### config.mk
export PLATFORM = sky130hd
export DESIGN_NAME = leaf_top
export DESIGN_NICKNAME = d
export VERILOG_FILES = /design/src/source/leaf_pkg.sv /design/src/source/leaf_port_fifo.sv /design/src/source/leaf_packet_router.sv /design/src/source/leaf_sum_kernel.sv /design/src/source/leaf_packetizer.sv /design/src/source/leaf_apb_regs.sv /design/src/source/leaf_top.sv
export SDC_FILE = /design/constraint.sdc
export NUM_CORES = 2
export LEC_CHECK = 0
export ABC_AREA = 1
export BUFFER_PORTS_ARGS = -buffer_cell sky130_fd_sc_hd__buf_2
export CAP_MARGIN = 10
export CORE_ASPECT_RATIO = 2
export CORE_MARGIN = 2
export CORE_UTILIZATION = 50
export DETAILED_ROUTE_END_ITERATION = 7
export HOLD_SLACK_MARGIN = 0.06
export PLACE_DENSITY_LB_ADDON = 0.1
export SYNTH_ARGS = -nofsm -noshare
export SYNTH_HDL_FRONTEND = slang
export SYNTH_SLANG_ARGS = --single-unit
### constraint.sdc
create_clock -name clk -period 5 [get_ports clk]
set_clock_uncertainty 0.15 [all_clocks]
set_input_delay 1 -clock clk [delete_from_list [all_inputs] [get_ports clk]]
set_output_delay 1 -clock clk [all_outputs]
set_load 0.02 [all_outputs]
### src/source/leaf_pkg.sv
package leaf_pkg;

    // packet geometry on the tree links.
    localparam int PACKET_BITS   = 49;
    localparam int PAYLOAD_BITS  = 32;
    localparam int NUM_LEAF_BITS = 5;
    localparam int NUM_PORT_BITS = 4;
    localparam int NUM_ADDR_BITS = 7;

    localparam int NUM_IN_PORTS   = 5;
    localparam int FIFO_DEPTH     = 8;
    localparam int OUT_FIFO_DEPTH = 4;

    // register byte offsets.
    localparam logic [7:0] REG_CTRL    = 8'h00;
    localparam logic [7:0] REG_LEAF_ID = 8'h04;
    localparam logic [7:0] REG_DEST    = 8'h08;
    localparam logic [7:0] REG_DROPS   = 8'h0C;
    localparam logic [7:0] REG_RESULTS = 8'h10;

    typedef logic [PAYLOAD_BITS-1:0] word_t;

    // vld sits in the top bit, payload in the low 32.
    typedef struct packed {
        logic                     vld;
        logic [NUM_LEAF_BITS-1:0] leaf;
        logic [NUM_PORT_BITS-1:0] port;
        logic [NUM_ADDR_BITS-1:0] addr;
        word_t                    payload;
    } packet_t;

    typedef struct packed {
        logic        psel;
        logic        penable;
        logic        pwrite;
        logic [7:0]  paddr;
        logic [31:0] pwdata;
    } apb_req_t;

    typedef struct packed {
        logic [31:0] prdata;
        logic        pready;
        logic        pslverr;
    } apb_rsp_t;

endpackage

### src/source/leaf_port_fifo.sv
module leaf_port_fifo #(
    parameter type payload_t = logic,
    parameter int  DEPTH     = 8
) (
    input  logic     clk,
    input  logic     arst_n,
    input  logic     push,
    input  payload_t wdata,
    output logic     full,
    input  logic     pop,
    output payload_t rdata,
    output logic     empty
);

    // depth is a power of two; the extra pointer bit tells full from empty.
    localparam int PTR_BITS = (DEPTH > 1) ? $clog2(DEPTH) : 1;

    payload_t            mem [DEPTH];
    logic [PTR_BITS:0]   wr_ptr;
    logic [PTR_BITS:0]   rd_ptr;
    logic                do_push;
    logic                do_pop;

    assign empty = (wr_ptr == rd_ptr);
    assign full  = (wr_ptr[PTR_BITS] != rd_ptr[PTR_BITS]) &&
                   (wr_ptr[PTR_BITS-1:0] == rd_ptr[PTR_BITS-1:0]);

    assign do_push = push && !full;
    assign do_pop  = pop && !empty;

    // head entry is visible before the pop.
    assign rdata = mem[rd_ptr[PTR_BITS-1:0]];

    always_ff @(posedge clk) begin
        if (do_push) begin
            mem[wr_ptr[PTR_BITS-1:0]] <= wdata;
        end
    end

    always_ff @(posedge clk or negedge arst_n) begin
        if (!arst_n) begin
            wr_ptr <= '0;
        end else if (do_push) begin
            wr_ptr <= wr_ptr + 1'b1;
        end
    end

    always_ff @(posedge clk or negedge arst_n) begin
        if (!arst_n) begin
            rd_ptr <= '0;
        end else if (do_pop) begin
            rd_ptr <= rd_ptr + 1'b1;
        end
    end

endmodule

### src/source/leaf_packet_router.sv
module leaf_packet_router (
    input  logic                                 clk,
    input  logic                                 arst_n,
    input  leaf_pkg::packet_t                    din_leaf,
    input  logic [leaf_pkg::NUM_LEAF_BITS-1:0]   leaf_id,
    input  logic [leaf_pkg::NUM_IN_PORTS-1:0]    fifo_full,
    output logic [leaf_pkg::NUM_IN_PORTS-1:0]    fifo_push,
    output leaf_pkg::word_t                      fifo_wdata,
    output logic                                 drop
);

    import leaf_pkg::*;

    logic                    leaf_hit;
    logic [NUM_IN_PORTS-1:0] port_sel;
    logic                    stored;

    assign leaf_hit = din_leaf.vld && (din_leaf.leaf == leaf_id);

    // one-hot port decode that leaves out-of-range ports unselected.
    always_comb begin
        port_sel = '0;
        for (int i = 0; i < NUM_IN_PORTS; i++) begin
            port_sel[i] = (din_leaf.port == NUM_PORT_BITS'(i));
        end
    end

    // written at the arrival edge with no back-pressure upstream.
    assign fifo_push  = leaf_hit ? (port_sel & ~fifo_full) : '0;
    assign fifo_wdata = din_leaf.payload;
    assign stored     = |fifo_push;

    // wrong leaf, bad port or full queue.
    always_ff @(posedge clk or negedge arst_n) begin
        if (!arst_n) begin
            drop <= 1'b0;
        end else begin
            drop <= din_leaf.vld && !stored;
        end
    end

endmodule

### src/source/leaf_sum_kernel.sv
module leaf_sum_kernel (
    input  logic                              clk,
    input  logic                              arst_n,
    input  logic                              start,
    input  logic [leaf_pkg::NUM_IN_PORTS-1:0] fifo_empty,
    input  leaf_pkg::word_t                   fifo_rdata [leaf_pkg::NUM_IN_PORTS],
    output logic [leaf_pkg::NUM_IN_PORTS-1:0] fifo_pop,
    output logic                              sum_push,
    output leaf_pkg::word_t                   sum,
    input  logic                              sum_full
);

    import leaf_pkg::*;

    logic  fire;
    word_t pair_lo;
    word_t pair_hi;
    word_t total;

    // all queues hold a word and the packetizer has room.
    assign fire     = start && !(|fifo_empty) && !sum_full;
    assign fifo_pop = {NUM_IN_PORTS{fire}};

    // pairs first and then the odd port.
    always_comb begin
        pair_lo = fifo_rdata[0] + fifo_rdata[1];
        pair_hi = fifo_rdata[2] + fifo_rdata[3];
        total   = pair_lo + pair_hi;
        for (int i = 4; i < NUM_IN_PORTS; i++) begin
            total = total + fifo_rdata[i];
        end
    end

    always_ff @(posedge clk) begin
        if (fire) begin
            sum <= total;
        end
    end

    always_ff @(posedge clk or negedge arst_n) begin
        if (!arst_n) begin
            sum_push <= 1'b0;
        end else begin
            sum_push <= fire;
        end
    end

endmodule

### src/source/leaf_packetizer.sv
module leaf_packetizer (
    input  logic                               clk,
    input  logic                               arst_n,
    input  logic                               sum_push,
    input  leaf_pkg::word_t                    sum,
    input  logic [leaf_pkg::NUM_LEAF_BITS-1:0] dest_leaf,
    input  logic [leaf_pkg::NUM_PORT_BITS-1:0] dest_port,
    output logic                               full,
    output leaf_pkg::packet_t                  dout,
    input  logic                               dout_ready,
    output logic                               result
);

    import leaf_pkg::*;

    packet_t                          pkt_in;
    packet_t                          head;
    logic                             fifo_full;
    logic                             fifo_empty;
    logic                             take;
    logic                             accepted;
    logic [NUM_ADDR_BITS-1:0]         seq;
    logic [$clog2(OUT_FIFO_DEPTH):0]  level;

    always_comb begin
        pkt_in.vld     = 1'b1;
        pkt_in.leaf    = dest_leaf;
        pkt_in.port    = dest_port;
        pkt_in.addr    = seq;
        pkt_in.payload = sum;
    end

    leaf_port_fifo #(
        .payload_t (packet_t),
        .DEPTH     (OUT_FIFO_DEPTH)
    ) out_fifo_i (
        .clk    (clk),
        .arst_n (arst_n),
        .push   (sum_push),
        .wdata  (pkt_in),
        .full   (fifo_full),
        .pop    (take),
        .rdata  (head),
        .empty  (fifo_empty)
    );

    assign accepted = sum_push && !fifo_full;
    assign take     = !fifo_empty && dout_ready;
    assign result   = take;
    assign dout     = fifo_empty ? '0 : head;

    // keep one slot free for the sum already in the adder register.
    assign full = fifo_full ||
                  (sum_push && (level == ($bits(level))'(OUT_FIFO_DEPTH - 1)));

    always_ff @(posedge clk or negedge arst_n) begin
        if (!arst_n) begin
            level <= '0;
        end else begin
            case ({accepted, take})
                2'b10:   level <= level + 1'b1;
                2'b01:   level <= level - 1'b1;
                default: level <= level;
            endcase
        end
    end

    // wraps at 128.
    always_ff @(posedge clk or negedge arst_n) begin
        if (!arst_n) begin
            seq <= '0;
        end else if (accepted) begin
            seq <= seq + 1'b1;
        end
    end

endmodule

### src/source/leaf_apb_regs.sv
module leaf_apb_regs (
    input  logic                               clk,
    input  logic                               arst_n,
    input  leaf_pkg::apb_req_t                 apb_req,
    output leaf_pkg::apb_rsp_t                 apb_rsp,
    input  logic                               drop,
    input  logic                               result,
    output logic                               start,
    output logic [leaf_pkg::NUM_LEAF_BITS-1:0] leaf_id,
    output logic [leaf_pkg::NUM_LEAF_BITS-1:0] dest_leaf,
    output logic [leaf_pkg::NUM_PORT_BITS-1:0] dest_port
);

    import leaf_pkg::*;

    logic        access;
    logic        mapped;
    logic        read_only;
    logic        wr_en;
    logic [31:0] rdata;
    logic [31:0] drops_q;
    logic [31:0] results_q;

    // second cycle of the transfer.
    assign access = apb_req.psel && apb_req.penable;

    always_comb begin
        mapped    = 1'b1;
        read_only = 1'b0;
        rdata     = '0;
        case (apb_req.paddr)
            REG_CTRL: begin
                rdata[0] = start;
            end
            REG_LEAF_ID: begin
                rdata[NUM_LEAF_BITS-1:0] = leaf_id;
            end
            REG_DEST: begin
                rdata[NUM_LEAF_BITS-1:0]  = dest_leaf;
                rdata[8 +: NUM_PORT_BITS] = dest_port;
            end
            REG_DROPS: begin
                rdata     = drops_q;
                read_only = 1'b1;
            end
            REG_RESULTS: begin
                rdata     = results_q;
                read_only = 1'b1;
            end
            default: begin
                mapped = 1'b0;
            end
        endcase
    end

    assign wr_en = access && apb_req.pwrite && mapped && !read_only;

    assign apb_rsp.prdata  = rdata;
    assign apb_rsp.pready  = 1'b1;
    assign apb_rsp.pslverr = access && (!mapped || (apb_req.pwrite && read_only));

    always_ff @(posedge clk or negedge arst_n) begin
        if (!arst_n) begin
            start     <= 1'b0;
            leaf_id   <= '0;
            dest_leaf <= '0;
            dest_port <= '0;
        end else if (wr_en) begin
            case (apb_req.paddr)
                REG_CTRL:    start   <= apb_req.pwdata[0];
                REG_LEAF_ID: leaf_id <= apb_req.pwdata[NUM_LEAF_BITS-1:0];
                REG_DEST: begin
                    dest_leaf <= apb_req.pwdata[NUM_LEAF_BITS-1:0];
                    dest_port <= apb_req.pwdata[8 +: NUM_PORT_BITS];
                end
                default: ;
            endcase
        end
    end

    always_ff @(posedge clk or negedge arst_n) begin
        if (!arst_n) begin
            drops_q   <= '0;
            results_q <= '0;
        end else begin
            drops_q   <= drops_q + 32'(drop);
            results_q <= results_q + 32'(result);
        end
    end

endmodule

### src/source/leaf_top.sv
module leaf_top (
    input  logic               clk,
    input  logic               arst_n,
    input  leaf_pkg::packet_t  din_leaf,
    output leaf_pkg::packet_t  dout_leaf,
    input  logic               dout_ready,
    input  logic               resend,
    input  leaf_pkg::apb_req_t apb_req,
    output leaf_pkg::apb_rsp_t apb_rsp
);

    import leaf_pkg::*;

    logic [NUM_IN_PORTS-1:0]  fifo_push;
    logic [NUM_IN_PORTS-1:0]  fifo_full;
    logic [NUM_IN_PORTS-1:0]  fifo_pop;
    logic [NUM_IN_PORTS-1:0]  fifo_empty;
    word_t                    fifo_wdata;
    word_t                    fifo_rdata [NUM_IN_PORTS];
    logic                     drop;
    logic                     result;
    logic                     start;
    logic [NUM_LEAF_BITS-1:0] leaf_id;
    logic [NUM_LEAF_BITS-1:0] dest_leaf;
    logic [NUM_PORT_BITS-1:0] dest_port;
    logic                     sum_push;
    logic                     sum_full;
    word_t                    sum;
    packet_t                  pkt_out;
    logic                     out_ready;

    leaf_packet_router router_i (
        .clk        (clk),
        .arst_n     (arst_n),
        .din_leaf   (din_leaf),
        .leaf_id    (leaf_id),
        .fifo_full  (fifo_full),
        .fifo_push  (fifo_push),
        .fifo_wdata (fifo_wdata),
        .drop       (drop)
    );

    for (genvar i = 0; i < NUM_IN_PORTS; i++) begin : g_port
        leaf_port_fifo #(
            .payload_t (word_t),
            .DEPTH     (FIFO_DEPTH)
        ) port_fifo_i (
            .clk    (clk),
            .arst_n (arst_n),
            .push   (fifo_push[i]),
            .wdata  (fifo_wdata),
            .full   (fifo_full[i]),
            .pop    (fifo_pop[i]),
            .rdata  (fifo_rdata[i]),
            .empty  (fifo_empty[i])
        );
    end

    leaf_sum_kernel kernel_i (
        .clk        (clk),
        .arst_n     (arst_n),
        .start      (start),
        .fifo_empty (fifo_empty),
        .fifo_rdata (fifo_rdata),
        .fifo_pop   (fifo_pop),
        .sum_push   (sum_push),
        .sum        (sum),
        .sum_full   (sum_full)
    );

    leaf_packetizer packetizer_i (
        .clk        (clk),
        .arst_n     (arst_n),
        .sum_push   (sum_push),
        .sum        (sum),
        .dest_leaf  (dest_leaf),
        .dest_port  (dest_port),
        .full       (sum_full),
        .dout       (pkt_out),
        .dout_ready (out_ready),
        .result     (result)
    );

    leaf_apb_regs regs_i (
        .clk       (clk),
        .arst_n    (arst_n),
        .apb_req   (apb_req),
        .apb_rsp   (apb_rsp),
        .drop      (drop),
        .result    (result),
        .start     (start),
        .leaf_id   (leaf_id),
        .dest_leaf (dest_leaf),
        .dest_port (dest_port)
    );

    // resend blanks the link and holds the head packet.
    assign out_ready = dout_ready && !resend;
    assign dout_leaf = resend ? '0 : pkt_out;

endmodule

**Yosys cells after proc, flatten, opt, wreduce, memory -nomap -nowiden**

Memory sizes are Yosys's and may differ from the RTL's.
Cells that the tools add are included.

- Add/subtract/negate cells: 21
- Multiplexer cells: 23
- Divide/modulo/power cells: 0
- Multipliers: 0
- Order comparisons: 0
- Eq/ne operators: 30
- Shift-type cells: 0
- Bitwise gates (word level): 2
- Reduce and logical (&&, ||, !) cells: 61

Operators with widths:

| operator | number |
|---|---|
| adder 32 bit | 4 |
| two-way mux 49 bit | 2 |
| adder 32 x 1 -> 32 bit | 2 |
| adder 4 x 1 -> 4 bit, second input constant | 10 |
| case mux 20 bit (2 select lines) | 1 |
| logical AND 1 bit | 31 |
| equality test 4 bit | 5 |
| equality test 3 bit | 6 |
| logical NOT 1 bit | 18 |
| equality test 8 x 4 -> 1 bit, second input constant | 2 |
| case mux 4 bit (4 select lines) | 1 |
| OR reduction 5 bit | 3 |
| two-way mux 1 bit | 14 |
| case mux 3 bit (2 select lines) | 2 |
| case mux 4 bit (3 select lines) | 1 |
| adder 3 x 1 -> 3 bit, second input constant | 3 |
| equality test 4 x 2 -> 1 bit, second input constant | 2 |
| equality test 8 x 3 -> 1 bit, second input constant | 1 |
| equality test 8 x 5 -> 1 bit, second input constant | 1 |
| logical NOT 8 bit | 1 |
| adder 7 x 1 -> 7 bit, second input constant | 1 |
| inequality test 1 bit | 6 |
| AND reduction 2 bit | 3 |
| AND 5 bit | 1 |
| other kinds (15) | 16 |

- Bits in writable memories: 1472
- Memory bits (read-only): 0
- Memories kept: 6
- Input port bits: 96
- Flip-flop bits (word level): 169
- Bits in latches: 0

Memory list:

| name | depth | bits a word | rd ports | clocked after memory_dff | write ports | line | source |
|---|---|---|---|---|---|---|---|
| g_port[0].port_fifo_i.mem | 8 | 32 | 1 | 0 | 1 | leaf_port_fifo.sv:18 | `payload_t mem [DEPTH];` |
| g_port[1].port_fifo_i.mem | 8 | 32 | 1 | 0 | 1 | leaf_port_fifo.sv:18 |  |
| g_port[2].port_fifo_i.mem | 8 | 32 | 1 | 0 | 1 | leaf_port_fifo.sv:18 |  |
| g_port[3].port_fifo_i.mem | 8 | 32 | 1 | 0 | 1 | leaf_port_fifo.sv:18 |  |
| g_port[4].port_fifo_i.mem | 8 | 32 | 1 | 0 | 1 | leaf_port_fifo.sv:18 |  |
| packetizer_i.out_fifo_i.mem | 4 | 48 | 1 | 0 | 1 | leaf_port_fifo.sv:18 |  |

**Logic depth before layout (Yosys ltp)**

- Depth after elaboration: 8
- Mapped depth: 26

**Cells and area by module**

A second synthesis with hierarchy kept.

- Cells, all modules: 6488
- Area total of the unflattened synthesis: 73206.5 µm²

By module, submodules not included:

| module | cells each | area each (µm²) | instances | sequential area each (µm²) |
|---|---|---|---|---|
| leaf_port_fifo at g_port[0].port_fifo_i ... | 811 | 10533.9 | 5 | 7887.6 |
| leaf_port_fifo at packetizer_i.out_fifo_i | 534 | 7638.6 | 1 | 6035.8 |
| leaf_sum_kernel | 916 | 6416.2 | 1 | 985.9 |
| leaf_apb_regs | 624 | 4606.9 | 1 | 1976.9 |
| leaf_packetizer | 163 | 929.6 | 1 | 250.2 |
| leaf_packet_router | 90 | 503.0 | 1 | 25.0 |
| leaf_top | 106 | 442.9 | 1 | 0.0 |

**Worst setup path before layout**

No wires, ideal clock.

- Kind: reg-to-reg
- Start: register g_port[2].port_fifo_i.rd_ptr[0]
- End: register kernel_i.sum[27] (data pin)
- Setup slack: 0.107 ns
- Arrival time: 4.490 ns
- Setup time: 0.253 ns
- Cell stages (with the launch flop): 22
- Cells stage by stage: dfrtp_1 -> inv_1 -> buf_2 -> buf_2 -> clkbuf_1 -> nor2_1 -> o221ai_1 -> o21ai_0 -> fa_1 -> fa_1 -> fa_1 -> inv_1 -> ha_1 -> inv_1 -> fa_1 -> nand3b_1 -> nand2_1 -> a31oi_1 -> o21ai_0 -> nand2_1 -> nand4_1 -> nand2_1

- Cells in the longest elaborated chain, start to end: 4

Ends and longest elaborated chain:

| element | line | source |
|---|---|---|
| start: declaration | leaf_port_fifo.sv:20 | `logic [PTR_BITS:0] rd_ptr;` |
| start signal: assignment | leaf_port_fifo.sv:52 | `rd_ptr <= rd_ptr + 1'b1;` |
| memory read (8 x 32 bit) | -- |  |
| adder 32 bit | leaf_sum_kernel.sv:27 | `pair_hi = fifo_rdata[2] + fifo_rdata[3];` |
| adder 32 bit | leaf_sum_kernel.sv:28 | `total = pair_lo + pair_hi;` |
| adder 32 bit | leaf_sum_kernel.sv:30 | `total = total + fifo_rdata[i];` |
| named net kernel_i.total[27] | leaf_sum_kernel.sv:18 | `word_t total;` |
| end signal: assignment | leaf_sum_kernel.sv:36 | `sum <= total;` |
| end: declaration | leaf_sum_kernel.sv:9 | `output leaf_pkg::word_t sum,` |

The timed path passes the listed nets, and every way through them passes these cells.
A chain may end at the register's enable or synchronous reset.

**Worst setup path in the final report**

- Start: register g_port[0].port_fifo_i.rd_ptr[0]
- End: register kernel_i.sum[23] (data pin)

- Cells in the longest elaborated chain, start to end: 4

Ends and longest elaborated chain:

| element | line | source |
|---|---|---|
| start: declaration | leaf_port_fifo.sv:20 |  |
| start signal: assignment | leaf_port_fifo.sv:52 |  |
| memory read (8 x 32 bit) | -- |  |
| adder 32 bit | leaf_sum_kernel.sv:26 | `pair_lo = fifo_rdata[0] + fifo_rdata[1];` |
| adder 32 bit | leaf_sum_kernel.sv:28 |  |
| adder 32 bit | leaf_sum_kernel.sv:30 |  |
| named net kernel_i.total[23] | leaf_sum_kernel.sv:18 |  |

The timed path passes the listed nets, and every way through them passes these cells.

==> run_results.csv <==
group,metric,value,unit
setup_path,critPathRequiredTime,5.48,ns
route,wirelength,187000,um
clock_network,cts_tree,"done",
timing,finalHoldViolCount,0,
clock_network,cts.sinks,1641,
route,via_per_inst,5.69,
placement,gp_congestion,0.935,
synthesis,synth_top_flop_cell,"edfxtp_1",
route,drt_iter0_drc,3038,
setup_path,crit_chain,"clkinv_8 -> buf_4 -> buf_16 -> buf_8 -> o21ai_0 -> o22ai_2 -> o21ai_2 -> fa_1 -> inv_2 -> fa_1 -> fa_1 -> ha_4 -> buf_4 -> nand2_1 -> o21ai_1 -> nand2_2 -> buf_4 -> nand2_1 -> a21oi_2 -> nand2_1 -> xor2_1",
setup_path,r2r_setup_slack,0.03,ns
run_status,status,"finished, final reports clean",
layout,fin_cells,7824,
setup_path,critPathMaxStageDelay,0.54,ns
synthesis,synth_commonest_cells,"1504 x edfxtp_1, 1038 x nor2_1, 842 x o21ai_0",
job,drv_cap,0,
synthesis,ys_ff_latch,1641,
floorplanning,ios,179,
grt,antenna_found_initial,17,
synthesis,synth_area,0.0690,sq mm
setup_path,slowest_stage,"fa_1",
layout,layout.nets,6205,
synthesis,ys_types,57,
timing,setup_viol,0,
clock_network,htree_levels,4,
clock_network,clock-root-buffer,"clkbuf_16",
grt,grt_pass1_wl,273000,um
setup_path,critical_path_class,"reg2reg",
timing,worst_pin_slew,1.06,ns
route,dr.pass1.iters,5,
min_path,hold_class,"in2async",
route,wl_per_cell,23.9,um
grt,overflow,0,
layout,fill_cells,10935,
floorplanning,initial_core_util,0.504,
clock_network,clk_latency,0.80,ns
clock_network,clkTransAtPathRegs,0.07,ns
setup_path,worstPathMaxFanout,6,
synthesis,synth_most_common_cell,"edfxtp_1",
synthesis,post-synth-top-area-fraction,0.655,
synthesis,synth_area_leaders,"edfxtp_1 65%, o21ai_0 6.1%, nor2_1 5.6%",
synthesis,syn_nets,5786,
floorplanning,die_y,529,um
floorplanning,die_w,267,um
floorplanning,die_area,0.141,sq mm
grt,grt_pass1_vias,44946,
setup_path,cp_top_family,"adder cells",
layout,multi_input_area,0.0191,sq mm
setup_path,worst_setup_path_end_kind,"register",
grt,track_usage,0.262,
timing,period_needed,4.97,ns
floorplanning,core,0.137,sq mm
clock_network,cts_hold_buf,0,
synthesis,synth_top_cell_by_area,"edfxtp_1",
layout,area_delta_synth_final,17.8,%
layout,seqCellArea,0.0486,sq mm
timing,min_period_over_period,0.995,
clock_network,numCtsBuffers,152,
synthesis,yosysSeqAreaShare,0.704,
synthesis,synth_edf_count,1504,
layout,drive_above_1_share,0.179,
setup_path,r2r-end,"kernel_i.sum[23]$_DFFE_PP_",
clock_network,cts_buffer_depth,4,
grt,grt_max_degree,98,
placement,place_inst,7499,
route,vias,44531,
timing,rsz0062_at_grt,"yes",
setup_path,r2r-start,"g_port[0].port_fifo_i.rd_ptr[0]$_DFFE_PN0P_",
route,drc_errors,0,
synthesis,syn_area_per_cell,12.4,sq um
setup_path,worstSetupStartpointType,"register",
synthesis,async_flop_share,0.0835,
timing,fmax,201,MHz
placement,hpwl,121000,um
floorplanning,placementRows,192,
synthesis,syn_inst,5544,
timing,relSlewSlack,0.296,
setup_path,worst_ep_arrival_time,5.45,ns
setup_path,path_buf_inv,7,
placement,numPortBuffers,147,
synthesis,synth_warnings,0,
route,ant_nets,0,
setup_path,ff2ff_path_depth,21,
timing,slew_violations,0,
## registers in the layout (all words and copies together), names as in the netlist, 4 cells and up
signal	count
g_port.port_fifo_i.mem	1280
packetizer_i.out_fifo_i.mem	192
kernel_i.sum	32
regs_i.drops_q	32
regs_i.results_q	32
g_port.port_fifo_i.rd_ptr	20
g_port.port_fifo_i.wr_ptr	20
packetizer_i.seq	7
regs_i.dest_leaf	5
regs_i.leaf_id	5
regs_i.dest_port	4
## worst register-to-register path, cell delays in order, from the launching register on
cell and delay (ns):
dfrtp_4 0.50, clkinv_8 0.08, buf_4 0.15, buf_16 0.16, buf_8 0.14, o21ai_0 0.20, o22ai_2 0.11, o21ai_2 0.24
fa_1 0.51, inv_2 0.10, fa_1 0.45, fa_1 0.54, ha_4 0.31, buf_4 0.13, nand2_1 0.10, o21ai_1 0.23
nand2_2 0.11, buf_4 0.14, nand2_1 0.07, a21oi_2 0.05, nand2_1 0.13, xor2_1 0.22
## per-layer routing
layer  up-vias  wire length (um)  track usage
li1      20587                 -            -
met1     22407             64500        0.270
met2      1129            107000        0.520
met3       408              7010       0.0276
met4         0              8610        0.120
met5         -                 0            0
## cell families after synthesis
group | count (synthesis) | synth area share
xor gates and xnor gates | 142 | 0.0180
AOI/OAI and AO/OA | 1298 | 0.106
other | 1 | 0.0000544
and+or+nand+nor | 1665 | 0.0986
adders and majority gates | 146 | 0.0366
DFF | 1641 | 0.704
buffers and inverters | 651 | 0.0367
## cell type report
cell class	instances	area share
Tap cell	1746	0.0269
Sequential cell	1641	0.598
Antenna cell	6	0.000185
Clock buffer	201	0.0516
Clock inverter	62	0.00647
Timing Repair Buffer	559	0.0639
Multi-Input combinational cell	3252	0.236
Inverter	357	0.0170
## layout by cell type (no fill, tap or decap), types with 26 or more instances in the layout
cell type,count
a21oi_1,76
a31oi_1,41
buf_12,64
buf_2,146
buf_4,294
buf_6,32
clkbuf_1,36
clkbuf_16,165
clkinv_2,26
dfrtp_1,122
edfxtp_1,1504
fa_1,85
ha_1,28
inv_1,310
inv_2,37
nand2_1,369
nand2_2,27
nand3_1,102
nor2_1,981
nor2_2,26
nor2_4,41
nor3_1,32
o21ai_0,761
o21ai_1,54
o21ai_2,41
o221ai_1,104
o22ai_1,163
xor2_1,119
## how the worst max path moves through the flow
stage / start / endpoint / slack, ns / depth (start not counted)
final: g_port[0].port_fifo_i.rd_ptr[0]$_DFFE_PN0P_ / kernel_i.sum[23]$_DFFE_PP_ / 0.03 / 21
after CTS: g_port[1].port_fifo_i.rd_ptr[0]$_DFFE_PN0P_ / kernel_i.sum[22]$_DFFE_PP_ / -0.02 / 21
after global routing: g_port[0].port_fifo_i.rd_ptr[0]$_DFFE_PN0P_ / kernel_i.sum[29]$_DFFE_PP_ / -0.13 / 19
after floorplan: g_port[2].port_fifo_i.rd_ptr[0]$_DFFE_PN0P_ / kernel_i.sum[27]$_DFFE_PP_ / 0.11 / 21
after global placement: g_port[2].port_fifo_i.rd_ptr[0]$_DFFE_PN0P_ / kernel_i.sum[29]$_DFFE_PP_ / -0.37 / 21
after detailed placement: g_port[2].port_fifo_i.rd_ptr[0]$_DFFE_PN0P_ / kernel_i.sum[29]$_DFFE_PP_ / -0.42 / 21
## through the flow
stage	utilization	instance area (sq um)	setup WS (ns)	setup TNS (ns)	hold WS, ns
detailed placement	0.544	74400	-0.423	-4.99	0.310
global placement	0.544	74400	-0.365	-4.75	0.306
global route	0.593	81300	-0.127	-0.775	0.156
CTS	0.585	80100	-0.0150	-0.0150	0.0841
floorplan	-	69000	0.107	0	0.292
finish	0.593	81300	0.0255	0	0.121
## what timing repair did
action / in CTS / in global routing
gates cloned: 12 / 6
endpoints found under the setup margin: 23 / 23
pin swaps: 35 / 91
setup buffers: 15 / 27
resized for setup: 136 / 254
Power is not shown: default switching activity piles up to over one toggle a cycle in this logic, so the estimate is an artifact.
